<file path="src/common/eth_bridge_cfg.svh">
`ifndef ETH_BRIDGE_CFG_SVH
`define ETH_BRIDGE_CFG_SVH

// Words in the frame store, 4 kB
`define BR_BUF_WORDS 1024

// Length queue depth, enough for a store full of short frames
`define BR_LEN_DEPTH 64

// Free words needed before a new frame is accepted
`define BR_MAX_FRAME_WORDS 383

// Word queue in front of the RMII serializer
`define BR_MAC_QUEUE_DEPTH 4

// Clock cycles per word at 100 Mbps, 2 bits per cycle
`define BR_WORD_PERIOD 16

// Idle cycles after each frame, 96 bit times
`define BR_IFG_CYCLES 48

`endif

</file>
<file path="src/common/eth_bridge_pkg.sv">
package eth_bridge_pkg;

	//////////////////////////////////////////////////////////////////////
	// Frame and word types

	// Frame length in bytes, enough for a 1518 byte frame
	typedef logic [10:0] frame_len_t;

	// Valid bytes in one bus word, 0 to 4
	typedef logic [2:0] byte_count_t;

	// One bus word
	// First byte on the wire sits in bits 7:0
	typedef logic [31:0] word_t;

	// Word address into the frame store
	typedef logic [9:0] word_addr_t;

	// Saturating count of refused or rolled back frames
	typedef logic [15:0] drop_count_t;

	//////////////////////////////////////////////////////////////////////
	// MAC side

	// Entry of the word queue in front of the serializer
	typedef struct packed {
		// Payload word
		word_t data;
		// Bytes of it that go on the wire
		byte_count_t bytes_valid;
	} mac_word_t;

endpackage

</file>
<file path="src/common/eth_word_if.sv">
`timescale 1ns/10ps

interface eth_word_if;
	import eth_bridge_pkg::*;

	// Pulse one cycle before the first word
	logic start;
	// Pulse per word
	logic data_valid;
	// Bytes used in this word
	byte_count_t bytes_valid;
	// Word itself, first byte low
	word_t data;

	// Word producer
	modport source (
		output start,
		output data_valid,
		output bytes_valid,
		output data
	);

	// Word consumer
	modport sink (
		input start,
		input data_valid,
		input bytes_valid,
		input data
	);

endinterface

</file>
<file path="src/verilog/rmii_bridge/frame_reader.sv">
`timescale 1ns/10ps
`include "eth_bridge_cfg.svh"

module frame_reader (
	input logic clk_50mhz,
	input logic reset,
	input logic len_empty,
	input eth_bridge_pkg::frame_len_t len_data,
	output logic len_pop,
	output logic rd_en,
	output eth_bridge_pkg::word_addr_t rd_offset,
	input eth_bridge_pkg::word_t rd_data,
	output logic pop_frame,
	output eth_bridge_pkg::word_addr_t pop_words,
	input logic mac_busy,
	eth_word_if.source tx
);
	import eth_bridge_pkg::*;

	localparam int CNT_W = $clog2(`BR_WORD_PERIOD);
	// Fetch one cycle early so the word is ready at the period edge
	localparam logic [CNT_W-1:0] PREFETCH_AT = CNT_W'(`BR_WORD_PERIOD - 2);
	localparam logic [CNT_W-1:0] DECIDE_AT = CNT_W'(`BR_WORD_PERIOD - 1);

	typedef enum logic [2:0] {
		ST_IDLE,
		ST_LEN_WAIT,
		ST_DATA_WAIT,
		ST_WORD,
		ST_COUNT
	} state_t;

	state_t state;
	logic [CNT_W-1:0] count;
	frame_len_t frame_len;
	frame_len_t bytes_left;
	logic take_len;
	logic prefetch;
	logic decide;

	// New frame only once the MAC has finished its gap
	assign take_len = (state == ST_IDLE) && !len_empty && !mac_busy;
	assign prefetch = (state == ST_COUNT) && (count == PREFETCH_AT) && (bytes_left != '0);
	assign decide = (state == ST_COUNT) && (count == DECIDE_AT);

	//////////////////////////////////////////////////////////////////////
	// Control

	always_ff @(posedge clk_50mhz) begin
		if (reset) begin
			state <= ST_IDLE;
			count <= '0;
			len_pop <= 1'b0;
			rd_en <= 1'b0;
			pop_frame <= 1'b0;
			tx.start <= 1'b0;
			tx.data_valid <= 1'b0;
		end else begin
			// Strobes are single cycle
			len_pop <= 1'b0;
			rd_en <= 1'b0;
			pop_frame <= 1'b0;
			tx.start <= 1'b0;
			tx.data_valid <= 1'b0;
			case (state)
				ST_IDLE: begin
					if (take_len) begin
						len_pop <= 1'b1;
						state <= ST_LEN_WAIT;
					end
				end
				// First word is always there once a length is queued
				ST_LEN_WAIT: begin
					rd_en <= 1'b1;
					tx.start <= 1'b1;
					state <= ST_DATA_WAIT;
				end
				ST_DATA_WAIT: begin
					count <= '0;
					state <= ST_WORD;
				end
				ST_WORD: begin
					tx.data_valid <= 1'b1;
					count <= count + 1'b1;
					state <= ST_COUNT;
				end
				ST_COUNT: begin
					count <= count + 1'b1;
					if (prefetch)
						rd_en <= 1'b1;
					if (decide) begin
						if (bytes_left == '0) begin
							pop_frame <= 1'b1;
							state <= ST_IDLE;
						end else
							state <= ST_WORD;
					end
				end
				default: state <= ST_IDLE;
			endcase
		end
	end

	//////////////////////////////////////////////////////////////////////
	// Datapath

	always_ff @(posedge clk_50mhz) begin
		if (take_len) begin
			frame_len <= len_data;
			bytes_left <= len_data;
		end
		if (state == ST_LEN_WAIT)
			rd_offset <= '0;
		if (prefetch)
			rd_offset <= rd_offset + 1'b1;
		// Up to four bytes per word, remainder in the last one
		if (state == ST_WORD) begin
			tx.data <= rd_data;
			if (bytes_left > frame_len_t'(4)) begin
				tx.bytes_valid <= 3'd4;
				bytes_left <= bytes_left - frame_len_t'(4);
			end else begin
				tx.bytes_valid <= byte_count_t'(bytes_left);
				bytes_left <= '0;
			end
		end
		// Words used by the frame, rounded up
		if (decide)
			pop_words <= word_addr_t'(frame_len[10:2]) + word_addr_t'(frame_len[1:0] != 2'b00);
	end

endmodule

</file>
<file path="src/flat_wrapper.sv">
// flat-port wrapper written by rule: the top's interface ports become plain ports
module frame_reader_flat import eth_bridge_pkg::*;
  (clk_50mhz, reset, len_empty, len_data, len_pop, rd_en, rd_offset, rd_data, pop_frame, pop_words, mac_busy, tx_start, tx_data_valid, tx_bytes_valid, tx_data);
  eth_word_if tx_i ();
  input logic clk_50mhz;
  input logic reset;
  input logic len_empty;
  input eth_bridge_pkg::frame_len_t len_data;
  output logic len_pop;
  output logic rd_en;
  output eth_bridge_pkg::word_addr_t rd_offset;
  input eth_bridge_pkg::word_t rd_data;
  output logic pop_frame;
  output eth_bridge_pkg::word_addr_t pop_words;
  input logic mac_busy;
  output wire logic [$bits(tx_i.start)-1:0] tx_start;
  output wire logic [$bits(tx_i.data_valid)-1:0] tx_data_valid;
  output wire logic [$bits(tx_i.bytes_valid)-1:0] tx_bytes_valid;
  output wire logic [$bits(tx_i.data)-1:0] tx_data;
  assign tx_start = tx_i.start;
  assign tx_data_valid = tx_i.data_valid;
  assign tx_bytes_valid = tx_i.bytes_valid;
  assign tx_data = tx_i.data;
  frame_reader u_core (.clk_50mhz(clk_50mhz), .reset(reset), .len_empty(len_empty), .len_data(len_data), .len_pop(len_pop), .rd_en(rd_en), .rd_offset(rd_offset), .rd_data(rd_data), .pop_frame(pop_frame), .pop_words(pop_words), .mac_busy(mac_busy), .tx(tx_i));
endmodule
</file>
<file path="config.mk">
export PLATFORM = sky130hd
export DESIGN_NAME = frame_reader_flat
export DESIGN_NICKNAME = d
export VERILOG_FILES = /design/src/common/eth_bridge_pkg.sv /design/src/common/eth_word_if.sv /design/src/verilog/rmii_bridge/frame_reader.sv /design/src/flat_wrapper.sv
export VERILOG_INCLUDE_DIRS = /design/src /design/src/common
export SDC_FILE = /design/constraint.sdc
export NUM_CORES = 1
export LEC_CHECK = 0
export BUFFER_PORTS_ARGS = -buffer_cell sky130_fd_sc_hd__buf_2
export CAP_MARGIN = 20
export CORE_MARGIN = 5
export CORE_UTILIZATION = 55
export DETAILED_ROUTE_END_ITERATION = 8
export PLACE_DENSITY = 0.83
export SYNTH_ARGS = -nofsm -noshare
export SYNTH_HDL_FRONTEND = slang
export SYNTH_SLANG_ARGS = --single-unit
</file>
<file path="constraint.sdc">
create_clock -name clk_50mhz -period 5.6 [get_ports clk_50mhz]
set_input_delay 0.28 -clock clk_50mhz [delete_from_list [all_inputs] [get_ports clk_50mhz]]
set_output_delay 0.28 -clock clk_50mhz [all_outputs]
set_load 0.03 [all_outputs]
</file>
# Word level (Yosys, flattened, before mapping)
# Index checks and enable logic that the tools add are counted.
# W data, S select, Z words.
[classes] add_sub_neg=4 n_mul=0 div_mod_pow=0 n_lt_le_gt_ge=1 n_eq_ne=8 shift=0 mux=16 bitwise_logic=3 n_reduce_logical=18
[ops] operator="$mux W11" n=3
[ops] operator="$mux W10" n=2
[ops] operator="$pmux W3 S5" n=1
[ops] operator="$gt A11 B3 Y1 const B" n=1
[ops] operator="$logic_not A11 Y1" n=1
[ops] operator="$reduce_bool A11 Y1" n=1
[ops] operator="$sub A11 B3 Y11 const B" n=1
[ops] operator="$add A10 B1 Y10 const B" n=1
[ops] operator="$add A9 B1 Y10" n=1
[ops] operator="$eq A4 B4 Y1 const B" n=2
[ops] operator="$pmux W4 S2" n=1
[ops] operator="$reduce_bool A2 Y1" n=4
[ops] operator="$eq A3 B2 Y1 const B" n=2
[ops] operator="$mux W3" n=2
[ops] operator="$logic_and A1 B1 Y1" n=5
[ops] operator="$mux W1" n=5
[ops] operator="$add A4 B1 Y4 const B" n=1
[ops] operator="$ne A2 B1 Y1 const B" n=2
[ops] operator="$reduce_or A2 Y1" n=2
[ops] operator="$eq A3 B1 Y1 const B" n=1
[ops] operator="$eq A3 B3 Y1 const B" n=1
[ops] operator="$logic_not A3 Y1" n=1
[ops] operator="$not A1 Y1" n=3
[ops] operator="$reduce_or A3 Y1" n=1
[ops] operator="other kinds (4)" n=5
[totals] ff_bits=89 latchBits=0 mem_bits_rw=0 rom_bits=0 out_inout_bits=60 wordCells=63 mem_count=0

# Depth between registers and ports, before layout
[logic_depth] ltp_word=5 ltp_mapped=7 depth_no_buf=6

# Worst setup path before layout
# No wires, ideal clock.
[synth_timing] path_kind="register to register" from="register u_core.state[0]" to="register u_core.bytes_left[0], enable pin" setup_time_ns=0.299 t_arrival_ns=1.688 slack_ns=3.613 path_stages_with_launch=6 n_path_buf=0 synth_period_minus_slack_ns=1.987 path_cell_list="dfxtp_1 -> nor2b_1 -> nand2_1 -> inv_1 -> nand2_1 -> nand2_1"
[synth_between] elab_chain_cells=4
[synth_rtl] element="start: declaration" line="frame_reader.sv:33" text="state_t state;"
[synth_rtl] element="start signal: assignment" line="frame_reader.sv:51" text="state <= ST_IDLE;"
[synth_rtl] element="start signal: assignment" line="frame_reader.sv:69" text="state <= ST_LEN_WAIT;"
[synth_rtl] element="start signal: assignment" line="frame_reader.sv:76" text="state <= ST_DATA_WAIT;"
[synth_rtl] element="$logic_not A3 Y1" line="frame_reader.sv:42" text="assign take_len = (state == ST_IDLE) && !len_empty && !mac_busy;"
[synth_rtl] element="$logic_and A1 B1 Y1 (2 in a row)" line="frame_reader.sv:42"
[synth_rtl] element="$reduce_bool A2 Y1 (no source line) (*)"
[synth_rtl] element="end signal: assignment" line="frame_reader.sv:110" text="bytes_left <= len_data;"
[synth_rtl] element="end signal: assignment" line="frame_reader.sv:121" text="bytes_left <= bytes_left - frame_len_t'(4);"
[synth_rtl] element="end: declaration" line="frame_reader.sv:36" text="frame_len_t bytes_left;"
# Mark *: on every way between the ends. The rest lies on a longest branch, timed or not.
# A chain may end at the register's enable or synchronous reset.

# Worst setup path after layout
[layout_timing] from="register u_core.state[1]" to="register u_core.bytes_left[1], enable pin"
# Same word-level chain as after synthesis.

==> summary.txt <==
Status
  – Status: finished, final reports clean

Pwr
  – Worst VDD drop: 0.200 mV
  – Power Density: 297 mW/mm²
  – LEAKAGE: 1.77 nW
  – Total power: 1.32 mW

Critical path
  – Element type at the critical path end: flop
  – CP cell instances: nand2_1 -> inv_1 -> buf_4 -> nand2_1 -> nand2_1
  – Max stage delay on crit path: 0.61 ns
  – Max stage delay cell, worst path: dfxtp_1
  – Crit start category: flop
  – Critical Path RT: 5.67 ns
  – Worst path most repeated cell: nand2_1
  – Crit path kind: reg -> reg
  – Crit path max fanout: 37
  – Arrival time worst endpoint: 2.29 ns

Synth
  – Dominant cells by area after synthesis: edfxtp_1 (63%), dfxtp_1 (6.6%), nand2_1 (2.7%)
  – Net Count, Synth: 313
  – Ys flop type: edfxtp_1
  – YS warnings: 0
  – Post-synth top area cell: edfxtp_1
  – Mapped Cells: 259
  – Synth Cell Area: 0.00364 mm²
  – Asr flop ratio synth: 0%
  – Synth top area share: 63.5%
  – EDFF count, synth: 77
  – Synth Register Bits: 89
  – Synth Area per Inst: 14.1 µm²
  – Seq/Total Area, Yosys: 70.1%
  – Library cells used by synthesis: 47

Clocking
  – Hold Buf Count CTS: 0
  – Largest buffer count on any clock path: 2
  – Sink Count: 89
  – Resized cells post-CTS: 0
  – CTS Buf Count: 9
  – CTS HTree Levels: 3
  – Root Buffer: clkbuf_8
  – CTS tree: yes
  – Setup Buffers After CTS: 0
  – Worst skew pair latency: 0.35 ns
  – Reg clk slew, reported paths: 0.09 ns

Detailed routing
  – DR vias/cell: 5.44
  – 1st-iter DRT viols: 150
  – DRC: 0
  – Total vias in the final route: 2461
  – Routed Antenna Nets: 0
  – Drt pass-1 iters: 5
  – Wire per inst: 16.8 µm
  – Total routed wirelength: 7580 µm

Final layout
  – Ant diodes: 0
  – Multi-input gate area: 0.00102 mm²
  – Most frequent cells in the layout: buf_2 (106), edfxtp_1 (77), nand2_1 (26)
  – Layout Utilization: 69.8%
  – Layout fillers: 446
  – Leading cell type in the layout, fill and taps excluded: buf_2
  – Register area: 0.00255 mm²
  – Share of post-route cells with drive strength above 1: 36.0%
  – Layout area overhead: 22.4%
  – Final #Nets: 424

STA
  – Fin crit period: 2.22 ns
  – Fin Setup TNS: 0 ns
  – Relative slew slack: 60.7%
  – Final Cycle Share: 39.7%
  – Hold_ws: 0.0927 ns
  – Final Hold Fails: 0
  – Max-slew violation count: 0
  – Slew of the pin with the lowest slew margin: 0.588 ns
  – Clk_skew: 0.0107 ns
  – Final setup viols: 0
  – RSZ-0062 raised after global routing: false
  – Fmax achieved: 0.450 GHz

Die
  – IO Count: 107
  – Die ar.: 0.00835 mm²
  – Core area: 0.00639 mm²
  – Rows: 29
  – Chip Height: 91.4 µm
  – Initial Util: 57.0%
  – Chip Width: 91.4 µm

Placement
  – Detailed Place HPWL: 5730 µm
  – # port buffers: 106
  – GP Congestion: 0.875

Global route
  – Antenna violations before repair: 0
  – Number of global-route vias before repair: 2423
  – GRT Resource Usage Total: 18.0%
  – Largest net degree at the start of global routing: 38
  – Remaining Overflow, GRT: 0
  – First-pass GRT wire length: 11800 µm

Job
  – Max-Cap Viols: 0

Worst hold path
  – Hold Crit Class: in -> reg
## state kept, by name (all words and copies together), names as in the netlist
| register | count |
|---|---|
| u_core.state | 3 |
| u_core.tx.start | 1 |
| u_core.pop_words | 10 |
| u_core.tx.data | 32 |
| u_core.frame_len | 11 |
| u_core.tx.data_valid | 1 |
| u_core.pop_frame | 1 |
| u_core.rd_offset | 10 |
| u_core.count | 4 |
| u_core.rd_en | 1 |
| u_core.tx.bytes_valid | 3 |
| u_core.len_pop | 1 |
| u_core.bytes_left | 11 |
## logic make-up (layout without fill, tap and decap cells)
| kind of cell | Yosys count | count (layout) | share of synthesized area (%) |
|---|---|---|---|
| compound gates | 29 | 29 | 5.60 |
| xor+xnor | 21 | 21 | 5.05 |
| fa+ha+maj | 7 | 7 | 2.40 |
| buf+inv | 14 | 130 | 1.92 |
| flops | 89 | 89 | 70.1 |
| mux | 1 | 1 | 0.275 |
| simple gates | 98 | 98 | 14.7 |
## synth_stat cells, drive strengths merged (2+ instances only)
cell,number
nand4,4
a211oi,2
nand2,26
o21ai,7
nor3,4
and2,5
nor2b,3
o21bai,2
nor2,21
a31oi,3
and3,3
ha,7
clkbuf,3
nand2b,4
and4,2
nor3b,4
buf,4
inv,7
xor2,11
edfxtp,77
xnor2,10
dfxtp,12
o31ai,5
or2,2
nand3,12
a21oi,4
## where the power goes
group	switching [mW]	total, mW	internal [mW]
clock network	0.226	0.481	0.255
logic	0.0520	0.0871	0.0351
registers	0.0168	0.756	0.739
## final cells by class
type	count	share of cell area [%]
sequential	89	57.3
multi-input combinational	156	22.9
timing repair buffer	107	12.1
clock buffer	9	2.78
clock inverter	7	2.25
tap	77	2.16
inverter	7	0.590
## path summary, 6_finish.rpt
| kind | startpoint | to | slack (ns) | cells after the start |
|---|---|---|---|---|
| worst min register to register | u_core.count[2] | u_core.count[2] | 0.54 | 1 |
| worst min-delay path | rd_data[21] | u_core.tx.data[21] | 0.09 | 1 |
| worst max register to register | u_core.state[1] | u_core.bytes_left[1] | 3.38 | 5 |
| worst max-delay path | u_core.state[1] | u_core.bytes_left[1] | 3.38 | 5 |
## metrics by stage
stage | instance area (µm²) | setup slack, ns | cells
after floorplan | 3640 | 3.61 | 259
after global placement | 4230 | 3.50 | 436
after detailed placement | 4230 | 3.44 | 436
after CTS | 4460 | 3.42 | 452
after global routing | 4460 | 3.21 | 452
final | 4460 | 3.38 | 452
## layer usage
metal | part of all wire (%) | GRT usage (%)
met4 | 1.5 | 6.11
met1 | 40 | 22.1
met5 | 0 | 0
met2 | 51 | 29.6
met3 | 8.0 | 6.20
## worst max-delay path: cells and delay by family, from the launching register on
kind                   cells  cell delay, ns
buffers and inverters      2            0.62
AND/OR/NAND/NOR            3            0.71
flip-flops                 1            0.61
(Power assumes the default switching activity.)
