==> src/common/eth_bridge_cfg.svh <==
`ifndef ETH_BRIDGE_CFG_SVH
`define ETH_BRIDGE_CFG_SVH

// Words in the frame store, 4 kB
`define BR_BUF_WORDS 1024

// Length queue depth, enough for a store full of short frames
`define BR_LEN_DEPTH 64

// Free words needed before a new frame is accepted
`define BR_MAX_FRAME_WORDS 383

// Word queue in front of the RMII serializer
`define BR_MAC_QUEUE_DEPTH 4

// Clock cycles per word at 100 Mbps, 2 bits per cycle
`define BR_WORD_PERIOD 16

// Idle cycles after each frame, 96 bit times
`define BR_IFG_CYCLES 48

`endif

==> src/common/eth_bridge_pkg.sv <==
package eth_bridge_pkg;

	//////////////////////////////////////////////////////////////////////
	// Frame and word types

	// Frame length in bytes, enough for a 1518 byte frame
	typedef logic [10:0] frame_len_t;

	// Valid bytes in one bus word, 0 to 4
	typedef logic [2:0] byte_count_t;

	// One bus word
	// First byte on the wire sits in bits 7:0
	typedef logic [31:0] word_t;

	// Word address into the frame store
	typedef logic [9:0] word_addr_t;

	// Saturating count of refused or rolled back frames
	typedef logic [15:0] drop_count_t;

	//////////////////////////////////////////////////////////////////////
	// MAC side

	// Entry of the word queue in front of the serializer
	typedef struct packed {
		// Payload word
		word_t data;
		// Bytes of it that go on the wire
		byte_count_t bytes_valid;
	} mac_word_t;

endpackage

==> src/common/eth_word_if.sv <==
`timescale 1ns/10ps

interface eth_word_if;
	import eth_bridge_pkg::*;

	// Pulse one cycle before the first word
	logic start;
	// Pulse per word
	logic data_valid;
	// Bytes used in this word
	byte_count_t bytes_valid;
	// Word itself, first byte low
	word_t data;

	// Word producer
	modport source (
		output start,
		output data_valid,
		output bytes_valid,
		output data
	);

	// Word consumer
	modport sink (
		input start,
		input data_valid,
		input bytes_valid,
		input data
	);

endinterface

==> src/verilog/sync_fifo.sv <==
`timescale 1ns/10ps

module sync_fifo #(
	parameter type payload_t = logic [7:0],
	parameter int DEPTH = 4
) (
	input logic clk_50mhz,
	input logic reset,
	input logic wr_en,
	input payload_t wr_data,
	input logic rd_en,
	output payload_t rd_data,
	output logic full,
	output logic empty
);

	localparam int PTR_W = (DEPTH > 1) ? $clog2(DEPTH) : 1;
	localparam int CNT_W = $clog2(DEPTH + 1);
	localparam logic [PTR_W-1:0] LAST = PTR_W'(DEPTH - 1);

	payload_t mem [DEPTH];
	logic [PTR_W-1:0] wr_ptr;
	logic [PTR_W-1:0] rd_ptr;
	logic [CNT_W-1:0] count;
	logic push;
	logic pop;

	// Overflow and underflow requests are ignored
	assign push = wr_en && !full;
	assign pop = rd_en && !empty;

	assign full = (count == CNT_W'(DEPTH));
	assign empty = (count == '0);

	// Head entry shows while not empty
	assign rd_data = mem[rd_ptr];

	always_ff @(posedge clk_50mhz) begin
		if (push)
			mem[wr_ptr] <= wr_data;
	end

	// Pointers wrap at DEPTH, not at a power of two
	always_ff @(posedge clk_50mhz) begin
		if (reset) begin
			wr_ptr <= '0;
			rd_ptr <= '0;
			count <= '0;
		end else begin
			if (push)
				wr_ptr <= (wr_ptr == LAST) ? '0 : wr_ptr + 1'b1;
			if (pop)
				rd_ptr <= (rd_ptr == LAST) ? '0 : rd_ptr + 1'b1;
			if (push && !pop)
				count <= count + 1'b1;
			else if (pop && !push)
				count <= count - 1'b1;
		end
	end

	// Producer must respect full, consumer must respect empty
	assert property (@(posedge clk_50mhz) disable iff (reset) !(wr_en && full));
	assert property (@(posedge clk_50mhz) disable iff (reset) !(rd_en && empty));

endmodule

==> src/verilog/rmii_tx_mac.sv <==
`timescale 1ns/10ps
`include "eth_bridge_cfg.svh"

module rmii_tx_mac (
	input logic clk_50mhz,
	input logic reset,
	eth_word_if.sink tx,
	output logic mac_busy,
	output logic rmii_rx_en,
	output logic [1:0] rmii_rxd
);
	import eth_bridge_pkg::*;

	typedef enum logic [2:0] {
		ST_IDLE,
		ST_PREAMBLE,
		ST_DATA,
		ST_FCS,
		ST_GAP
	} state_t;

	state_t state;
	// Shared by preamble, data position, FCS and gap
	logic [5:0] cnt;
	mac_word_t q_head;
	mac_word_t cur;
	logic q_empty;
	logic q_rd;
	logic word_done;
	logic [7:0] cur_byte;
	logic [31:0] crc;
	logic [31:0] fcs;

	// Reflected CRC-32, one byte, LSB first
	function automatic logic [31:0] crc32_byte(input logic [31:0] c, input logic [7:0] b);
		logic [31:0] r;
		r = c;
		for (int i = 0; i < 8; i++)
			r = (r >> 1) ^ ((r[0] ^ b[i]) ? 32'hedb88320 : 32'h0);
		return r;
	endfunction

	//////////////////////////////////////////////////////////////////////
	// Word queue

	sync_fifo #(
		.payload_t(mac_word_t),
		.DEPTH(`BR_MAC_QUEUE_DEPTH)
	) word_fifo_i (
		.clk_50mhz(clk_50mhz),
		.reset(reset),
		.wr_en(tx.data_valid),
		.wr_data('{data: tx.data, bytes_valid: tx.bytes_valid}),
		.rd_en(q_rd),
		.rd_data(q_head),
		.full(),
		.empty(q_empty)
	);

	// cnt[3:2] is the byte, cnt[1:0] the dibit within it
	assign cur_byte = cur.data[{cnt[3:2], 3'b000} +: 8];
	assign word_done = (state == ST_DATA) && (cnt[1:0] == 2'd3) &&
		((3'(cnt[3:2]) + 3'd1) == cur.bytes_valid);

	// A short word ends the frame, so does a full one with nothing behind it
	assign q_rd = ((state == ST_PREAMBLE) && (cnt == 6'd31)) ||
		(word_done && (cur.bytes_valid == 3'd4) && !q_empty);

	assign fcs = ~crc;
	assign mac_busy = (state != ST_IDLE);

	//////////////////////////////////////////////////////////////////////
	// Line sequencer

	always_ff @(posedge clk_50mhz) begin
		if (reset) begin
			state <= ST_IDLE;
			cnt <= '0;
			rmii_rx_en <= 1'b0;
			rmii_rxd <= 2'b00;
		end else begin
			case (state)
				ST_IDLE: begin
					rmii_rx_en <= 1'b0;
					rmii_rxd <= 2'b00;
					cnt <= '0;
					if (tx.start)
						state <= ST_PREAMBLE;
				end
				// Seven 0x55 then 0xD5, last dibit of SFD is 11
				ST_PREAMBLE: begin
					rmii_rx_en <= 1'b1;
					rmii_rxd <= (cnt == 6'd31) ? 2'b11 : 2'b01;
					cnt <= cnt + 1'b1;
					if (cnt == 6'd31) begin
						cnt <= '0;
						state <= ST_DATA;
					end
				end
				ST_DATA: begin
					rmii_rxd <= cur.data[{cnt[3:0], 1'b0} +: 2];
					cnt <= cnt + 1'b1;
					if (word_done) begin
						cnt <= '0;
						if (!q_rd)
							state <= ST_FCS;
					end
				end
				ST_FCS: begin
					rmii_rxd <= fcs[{cnt[3:0], 1'b0} +: 2];
					cnt <= cnt + 1'b1;
					if (cnt == 6'd15) begin
						cnt <= '0;
						state <= ST_GAP;
					end
				end
				// Line idle, still busy until the gap has run out
				ST_GAP: begin
					rmii_rx_en <= 1'b0;
					rmii_rxd <= 2'b00;
					cnt <= cnt + 1'b1;
					if (cnt == 6'(`BR_IFG_CYCLES))
						state <= ST_IDLE;
				end
				default: state <= ST_IDLE;
			endcase
		end
	end

	//////////////////////////////////////////////////////////////////////
	// Current word and CRC

	always_ff @(posedge clk_50mhz) begin
		if (q_rd)
			cur <= q_head;
		if (state == ST_IDLE && tx.start)
			crc <= '1;
		// Fold each byte in on its last dibit
		else if (state == ST_DATA && cnt[1:0] == 2'd3)
			crc <= crc32_byte(crc, cur_byte);
	end

	// Reader pacing must keep a word queued ahead of the serializer
	assert property (@(posedge clk_50mhz) disable iff (reset)
		(state == ST_PREAMBLE && cnt == 6'd31) |-> !q_empty);

endmodule

==> src/flat_wrapper.sv <==
// flat-port wrapper written by rule: the top's interface ports become plain ports
module rmii_tx_mac_flat import eth_bridge_pkg::*;
  (clk_50mhz, reset, mac_busy, rmii_rx_en, rmii_rxd, tx_start, tx_data_valid, tx_bytes_valid, tx_data);
  eth_word_if tx_i ();
  input logic clk_50mhz;
  input logic reset;
  output logic mac_busy;
  output logic rmii_rx_en;
  output logic [1:0] rmii_rxd;
  input wire logic [$bits(tx_i.start)-1:0] tx_start;
  input wire logic [$bits(tx_i.data_valid)-1:0] tx_data_valid;
  input wire logic [$bits(tx_i.bytes_valid)-1:0] tx_bytes_valid;
  input wire logic [$bits(tx_i.data)-1:0] tx_data;
  assign tx_i.start = tx_start;
  assign tx_i.data_valid = tx_data_valid;
  assign tx_i.bytes_valid = tx_bytes_valid;
  assign tx_i.data = tx_data;
  rmii_tx_mac u_core (.clk_50mhz(clk_50mhz), .reset(reset), .tx(tx_i), .mac_busy(mac_busy), .rmii_rx_en(rmii_rx_en), .rmii_rxd(rmii_rxd));
endmodule
==> config.mk <==
export PLATFORM = sky130hd
export DESIGN_NAME = rmii_tx_mac_flat
export DESIGN_NICKNAME = d
export VERILOG_FILES = /design/src/common/eth_bridge_pkg.sv /design/src/common/eth_word_if.sv /design/src/verilog/sync_fifo.sv /design/src/verilog/rmii_tx_mac.sv /design/src/flat_wrapper.sv
export VERILOG_INCLUDE_DIRS = /design/src /design/src/common
export SDC_FILE = /design/constraint.sdc
export NUM_CORES = 1
export LEC_CHECK = 0
export BUFFER_PORTS_ARGS = -buffer_cell sky130_fd_sc_hd__clkbuf_2
export CAP_MARGIN = 5
export CORE_UTILIZATION = 50
export DETAILED_ROUTE_END_ITERATION = 16
export HOLD_SLACK_MARGIN = 0.15
export PLACE_DENSITY_LB_ADDON = 0.3
export SYNTH_ARGS = -nofsm -noshare
export SYNTH_HDL_FRONTEND = slang
export SYNTH_SLANG_ARGS = --single-unit
export TNS_END_PERCENT = 100
==> constraint.sdc <==
create_clock -name clk_50mhz -period 7.3 [get_ports clk_50mhz]
set_input_delay 1.095 -clock clk_50mhz [delete_from_list [all_inputs] [get_ports clk_50mhz]]
set_output_delay 1.095 -clock clk_50mhz [all_outputs]
set_load 0.02 [all_outputs]
# After elaboration in Yosys (flattened, before gate mapping)
# Memory sizes are Yosys's and may differ from the RTL's. A register that Yosys moved wholly into a read port is not among the register bits.
# Cells that the tools add are included.
# totals
regBits	51
latchBits	0
ram_bits	140
mem_bits_ro	0
out_inout_bits	4
mem_count	1
# memory_table
memory	words	width	read_ports	rd_ports_with_merged_regs	wr	line_no	rtl
u_core.word_fifo_i.mem	4	35	1	1	1	sync_fifo.sv:21	payload_t mem [DEPTH];
# classes
addsub	6
n_mul	0
div_mod_pow	0
magnitude_cmp	0
n_eq_ne	19
shifts	3
muxes	28
bitwise_logic	17
reduce_logical	24
# op_table
op	count
two-way mux 32 bit	8
bitwise XOR 31 x 32 -> 32 bit	8
variable part select 32 x 6 -> 2 bit	2
NOT 32 bit	1
variable part select 32 x 6 -> 8 bit	1
case mux 6 bit (5 select lines)	1
two-way mux 3 bit	8
two-way mux 6 bit	3
case mux 3 bit (5 select lines)	1
logical AND 1 bit	10
== test 3 bit, second input constant	3
case mux 2 bit (4 select lines)	1
bitwise XOR 1 bit	8
adder 6 x 1 -> 6 bit, second input constant	1
== test 2 bit, second input constant	3
== test 3 x 2 -> 1 bit, second input constant	2
== test 6 x 4 -> 1 bit, second input constant	1
== test 6 x 5 -> 1 bit, second input constant	1
== test 6 bit, second input constant	1
zero test 3 bit	2
two-way mux 2 bit	3
!= test 2 x 1 -> 1 bit, second input constant	3
!= test 2 bit, second input constant	3
AND reduction 6 bit	1
15 further kinds	21

# Logic depth before layout (Yosys ltp)
# depth
ltp_word	25
ltp_mapped	14
ltp_nobuf	12

# By module
# A second synthesis with hierarchy kept.
# unflattened
hier_cells	630
hier_area_um2	9999.6
# modules_own_cells
module	n_inst	cells_each	area_per_inst_um2	seq_area_each_um2
sync_fifo	1	233	5536.6	4384.2
rmii_tx_mac	1	397	4463.0	1931.9

# Least setup slack after synthesis
# Ideal clock, no wire load.
# synth_path
path_kind	reg-to-reg
startpoint	register u_core.cnt[3]
endpoint	register u_core.word_fifo_i.count[2]
setup_time_ns	0.071
t_arrival_ns	3.952
required_time_ns	7.229
slack_ns	3.277
path_stages_with_launch	15
path_buffers	2
synth_period_minus_slack_ns	4.023
path_cell_list	dfxtp_1 buf_2 buf_1 clkinv_1 ha_1 xnor2_1 and3_1 a32o_1 nand2_1 ha_1 inv_1 fa_1 xor2_1 or3_1 a21oi_1
# synth_between
elab_chain_len	10
elab_cells_between_ends	14
# synth_lines
item	line_no	rtl
start, declared	rmii_tx_mac.sv:24	logic [5:0] cnt;
start signal, assigned	rmii_tx_mac.sv:94	cnt <= cnt + 1'b1;
start signal, assigned	rmii_tx_mac.sv:102	cnt <= cnt + 1'b1;
start signal, assigned	rmii_tx_mac.sv:111	cnt <= cnt + 1'b1;
adder 2 x 1 -> 3 bit	rmii_tx_mac.sv:63	((3'(cnt[3:2]) + 3'd1) == cur.bytes_valid);
== test 3 bit	rmii_tx_mac.sv:63	
logical AND 1 bit	rmii_tx_mac.sv:62	assign word_done = (state == ST_DATA) && (cnt[1:0] == 2'd3) &&
logical AND 1 bit (2 in a row)	rmii_tx_mac.sv:67	(word_done && (cur.bytes_valid == 3'd4) && !q_empty);
logical OR 1 bit *	rmii_tx_mac.sv:66	assign q_rd = ((state == ST_PREAMBLE) && (cnt == 6'd31)) ||
logical AND 1 bit *	sync_fifo.sv:30	assign pop = rd_en && !empty;
zero test 1 bit	sync_fifo.sv:54	if (push && !pop)
logical AND 1 bit	sync_fifo.sv:54	
two-way mux 3 bit or nonzero test 2 bit (tied branches)	--	
end signal, assigned	sync_fifo.sv:55	count <= count + 1'b1;
end signal, assigned	sync_fifo.sv:57	count <= count - 1'b1;
end, declared	sync_fifo.sv:24	logic [CNT_W-1:0] count;
# Every way passes the cells marked *; elsewhere a longest branch is shown, timed or not.
# A chain may end at the register's enable or synchronous reset.

# Final worst setup path
# layout_path
startpoint	register u_core.cnt[0]
endpoint	register u_core.word_fifo_i.count[2]
# layout_between
elab_chain_len	10
elab_cells_between_ends	14
# layout_lines
item	line_no
== test 2 bit	rmii_tx_mac.sv:62
logical AND 1 bit (2 in a row)	rmii_tx_mac.sv:62
logical AND 1 bit (2 in a row)	rmii_tx_mac.sv:67
logical OR 1 bit *	rmii_tx_mac.sv:66
logical AND 1 bit *	sync_fifo.sv:30
zero test 1 bit	sync_fifo.sv:54
logical AND 1 bit	sync_fifo.sv:54
two-way mux 3 bit or nonzero test 2 bit (tied branches)	--
# Marks and branches as above.

==> flow_summary.yaml <==
worst_hold_path:
  hp-class: "flip-flop to flip-flop"
worst_setup_path:
  path_cells: "ha_1, nor4bb_2, and4_1, a32o_1, buf_4, nand2_1, ha_1, inv_1, fa_1, xor2_1, or3_1, a21oi_1"
  path_max_fanout: 36
  crit_path_top_delay_cell: "dfxtp_1"
  critical_path.most_common_cell: "ha_1"
  start_kind: "flip-flop"
  arrival_ns: 4.99
  critPathTopFamily: "simple AND/OR/NAND/NOR gates"
  path_class: "flip-flop to flip-flop"
  crit_required_ns: 7.73
  end_kind: "flip-flop"
  path_buf_inv: 2
  cpPeakStageDelay_ns: 1.02
grt:
  grt_remaining_overflow: 0
  grt_max_degree: 53
  grt_pass1_wl_um: 29200
  grt_pass1_vias: 5414
  track_usage: 0.188
  antenna_found_initial: 0
route:
  wl_per_cell_um: 19.1
  finalWirelength_um: 18100
  dr.pass1.iters: 5
  vias_per_cell: 5.61
  vias: 5310
  drt_iter0_drc: 456
  ant_nets: 0
  drc: 0
die:
  ioPinCount: 43
  core_mm2: 0.0195
  dieWidth_um: 143
  initial_core_util: 0.511
  dieArea_mm2: 0.0205
  die_h_um: 143
  row_count: 51
sta:
  max_freq_ghz: 0.219
  drv_slew: 0
  rsz0062_at_grt: "false"
  max_slew_margin: 0.277
  report.final.setup_viol: 0
  fin_tns_setup_ns: 0
  min_period_ns: 4.57
  worstMarginPinSlew_ns: 1.07
  fin_worst_skew_ns: 0.00667
  final_hold_viol_count: 0
  layout_worst_path_cycle_share: 0.625
cells_and_area:
  final_core_util: 0.575
  final_area_mm2: 0.0112
  layout-drive-gt1-share: 0.226
  syn2layout_area_growth_pct: 12.5
  nets: 717
  n_antenna_cell: 0
  num-fill-cells: 1500
placement:
  portBuffers: 42
  gp_congestion: 0.948
  placed_cell_area_mm2: 0.0104
  hpwl_um: 12000
synthesis:
  netlist_top_cells_count: "175 x edfxtp_1, 53 x mux4_2, 51 x dfxtp_1"
  synth.top_cell.area_share: 0.528
  ys.flop_type: "edfxtp_1"
  synth.area.top_cells: "edfxtp_1 53%, mux4_2 12%, dfxtp_1 10%"
  synth_fp_nets: 671
  synth_edf_count: 175
  avgSynthCellArea_um2: 16.0
  synth_cell_types: 53
  yosysTopAreaCell: "edfxtp_1"
  synth_cells: 621
  ys_seq_area_frac: 0.631
  ys_ff_latch: 226
  synth_area_mm2: 0.00995
  synth.most_common_cell: "edfxtp_1"
  synthArstFlopShare: 0
  yosys_warnings: 0
clocking:
  cts_tree: "done"
  cts.sinks: 226
  cts_hold_buf: 0
  htree_levels: 1
  worst_skew_pair.late_latency_ns: 0.50
  cts_setup_buffers: 0
  cts.repair.resized: 0
  clk_pin_slew_ns: 0.06
  numCtsBuffers: 23
  clockRootBuffer: "clkbuf_16"
  cts_max_path_buffers: 3
run:
  max_cap_viol_count: 0
power:
  p_leak_uw: 0.00406
  ir_drop_mv: 0.258
  power_uw: 3010
  p_per_area_mw_per_mm2: 269
run_status:
  run_status: "complete, no violations"
## power by group
| part | leakage [µW] | switching [µW] | internal, µW |
|---|---|---|---|
| Clock | 0.000362 | 451 | 715 |
| Combinational | 0.00168 | 177 | 138 |
| Sequential | 0.00201 | 56.3 | 1470 |
| Total | 0.00406 | 684 | 2320 |
## cell usage in the layout, fill, tap and decap left out, types with 3 or more instances in the layout
master     netlist  final
nand2_1         41     41
clkinv_1         1      7
clkbuf_1        22      4
a221oi_1         4      4
xnor2_1         43     43
a211oi_1         3      3
bufinv_16        0      4
a21oi_1          9      9
ha_1            10     10
mux2i_1         11     11
buf_4            0     10
nand4_1          3      3
xnor3_1          3      3
clkbuf_16        0     23
a22oi_1          4      4
a31oi_1          3      3
edfxtp_1       175    175
o211ai_1        30     30
dfxtp_1         51     50
xor2_1          15     15
nor3_1           6      6
xnor2_4          6      6
and2_1           5      5
nor2_1          32     32
or3_1            4      4
xnor2_2         11     11
inv_1           30     30
clkbuf_2         0     42
mux4_2          53     53
o21ai_0          8      8
## metal layers
layer	wire (µm)	track usage	vias up
met3	972	0.0355	26
met5	0	0	-
met2	8550	0.300	144
li1	-	-	2453
met1	8260	0.265	2687
met4	340	0.0538	0
## flip-flops by register name, indices dropped and copies added, names as in the netlist
register                   cells
u_core.cur                    35
u_core.state                   3
u_core.crc                    32
u_core.word_fifo_i.mem       140
u_core.rmii_rx_en              1
u_core.word_fifo_i.count       3
u_core.cnt                     6
u_core.word_fifo_i.wr_ptr      2
u_core.rmii_rxd                2
u_core.word_fifo_i.rd_ptr      2
## metrics by stage
stage                     std cells  setup slack (ns)  hold WS [ns]
after floorplan                 621              3.28         0.455
after global placement          907              2.97         0.461
after detailed placement        907              2.76         0.462
after CTS                       947              2.74         0.476
after global routing            947              2.32         0.511
final                           947              2.73         0.473
## final timing paths
path	from	end	slack, ns	depth (start not counted)
min reg2reg	u_core.rmii_rx_en$_SDFFE_PP0P_	u_core.rmii_rx_en$_SDFFE_PP0P_	0.47	1
max	u_core.cnt[0]$_SDFFE_PP0P_	u_core.word_fifo_i.count[2]$_SDFFE_PP0P_	2.73	12
min	u_core.rmii_rx_en$_SDFFE_PP0P_	u_core.rmii_rx_en$_SDFFE_PP0P_	0.47	1
max reg2reg	u_core.cnt[0]$_SDFFE_PP0P_	u_core.word_fifo_i.count[2]$_SDFFE_PP0P_	2.73	12
## final cells by class
type                    instances  area [µm²]  share of cell area
well taps                     265         332              0.0296
multi-input cells             333        3420               0.306
repair buffers                 52         285              0.0255
clock inverters                13         161              0.0144
clock buffers                  27         591              0.0528
flip-flops and latches        226        6280               0.561
inverters                      31         116              0.0104
## kinds of logic after synthesis
group | after synthesis | synth area share
mux | 66 | 0.136
compound gates | 74 | 0.0522
flops | 226 | 0.631
fa+ha+maj | 11 | 0.0146
buf+inv | 62 | 0.0255
simple gates | 104 | 0.0478
xor+xnor | 78 | 0.0925
Note: power is estimated with default switching activity, not from simulation.
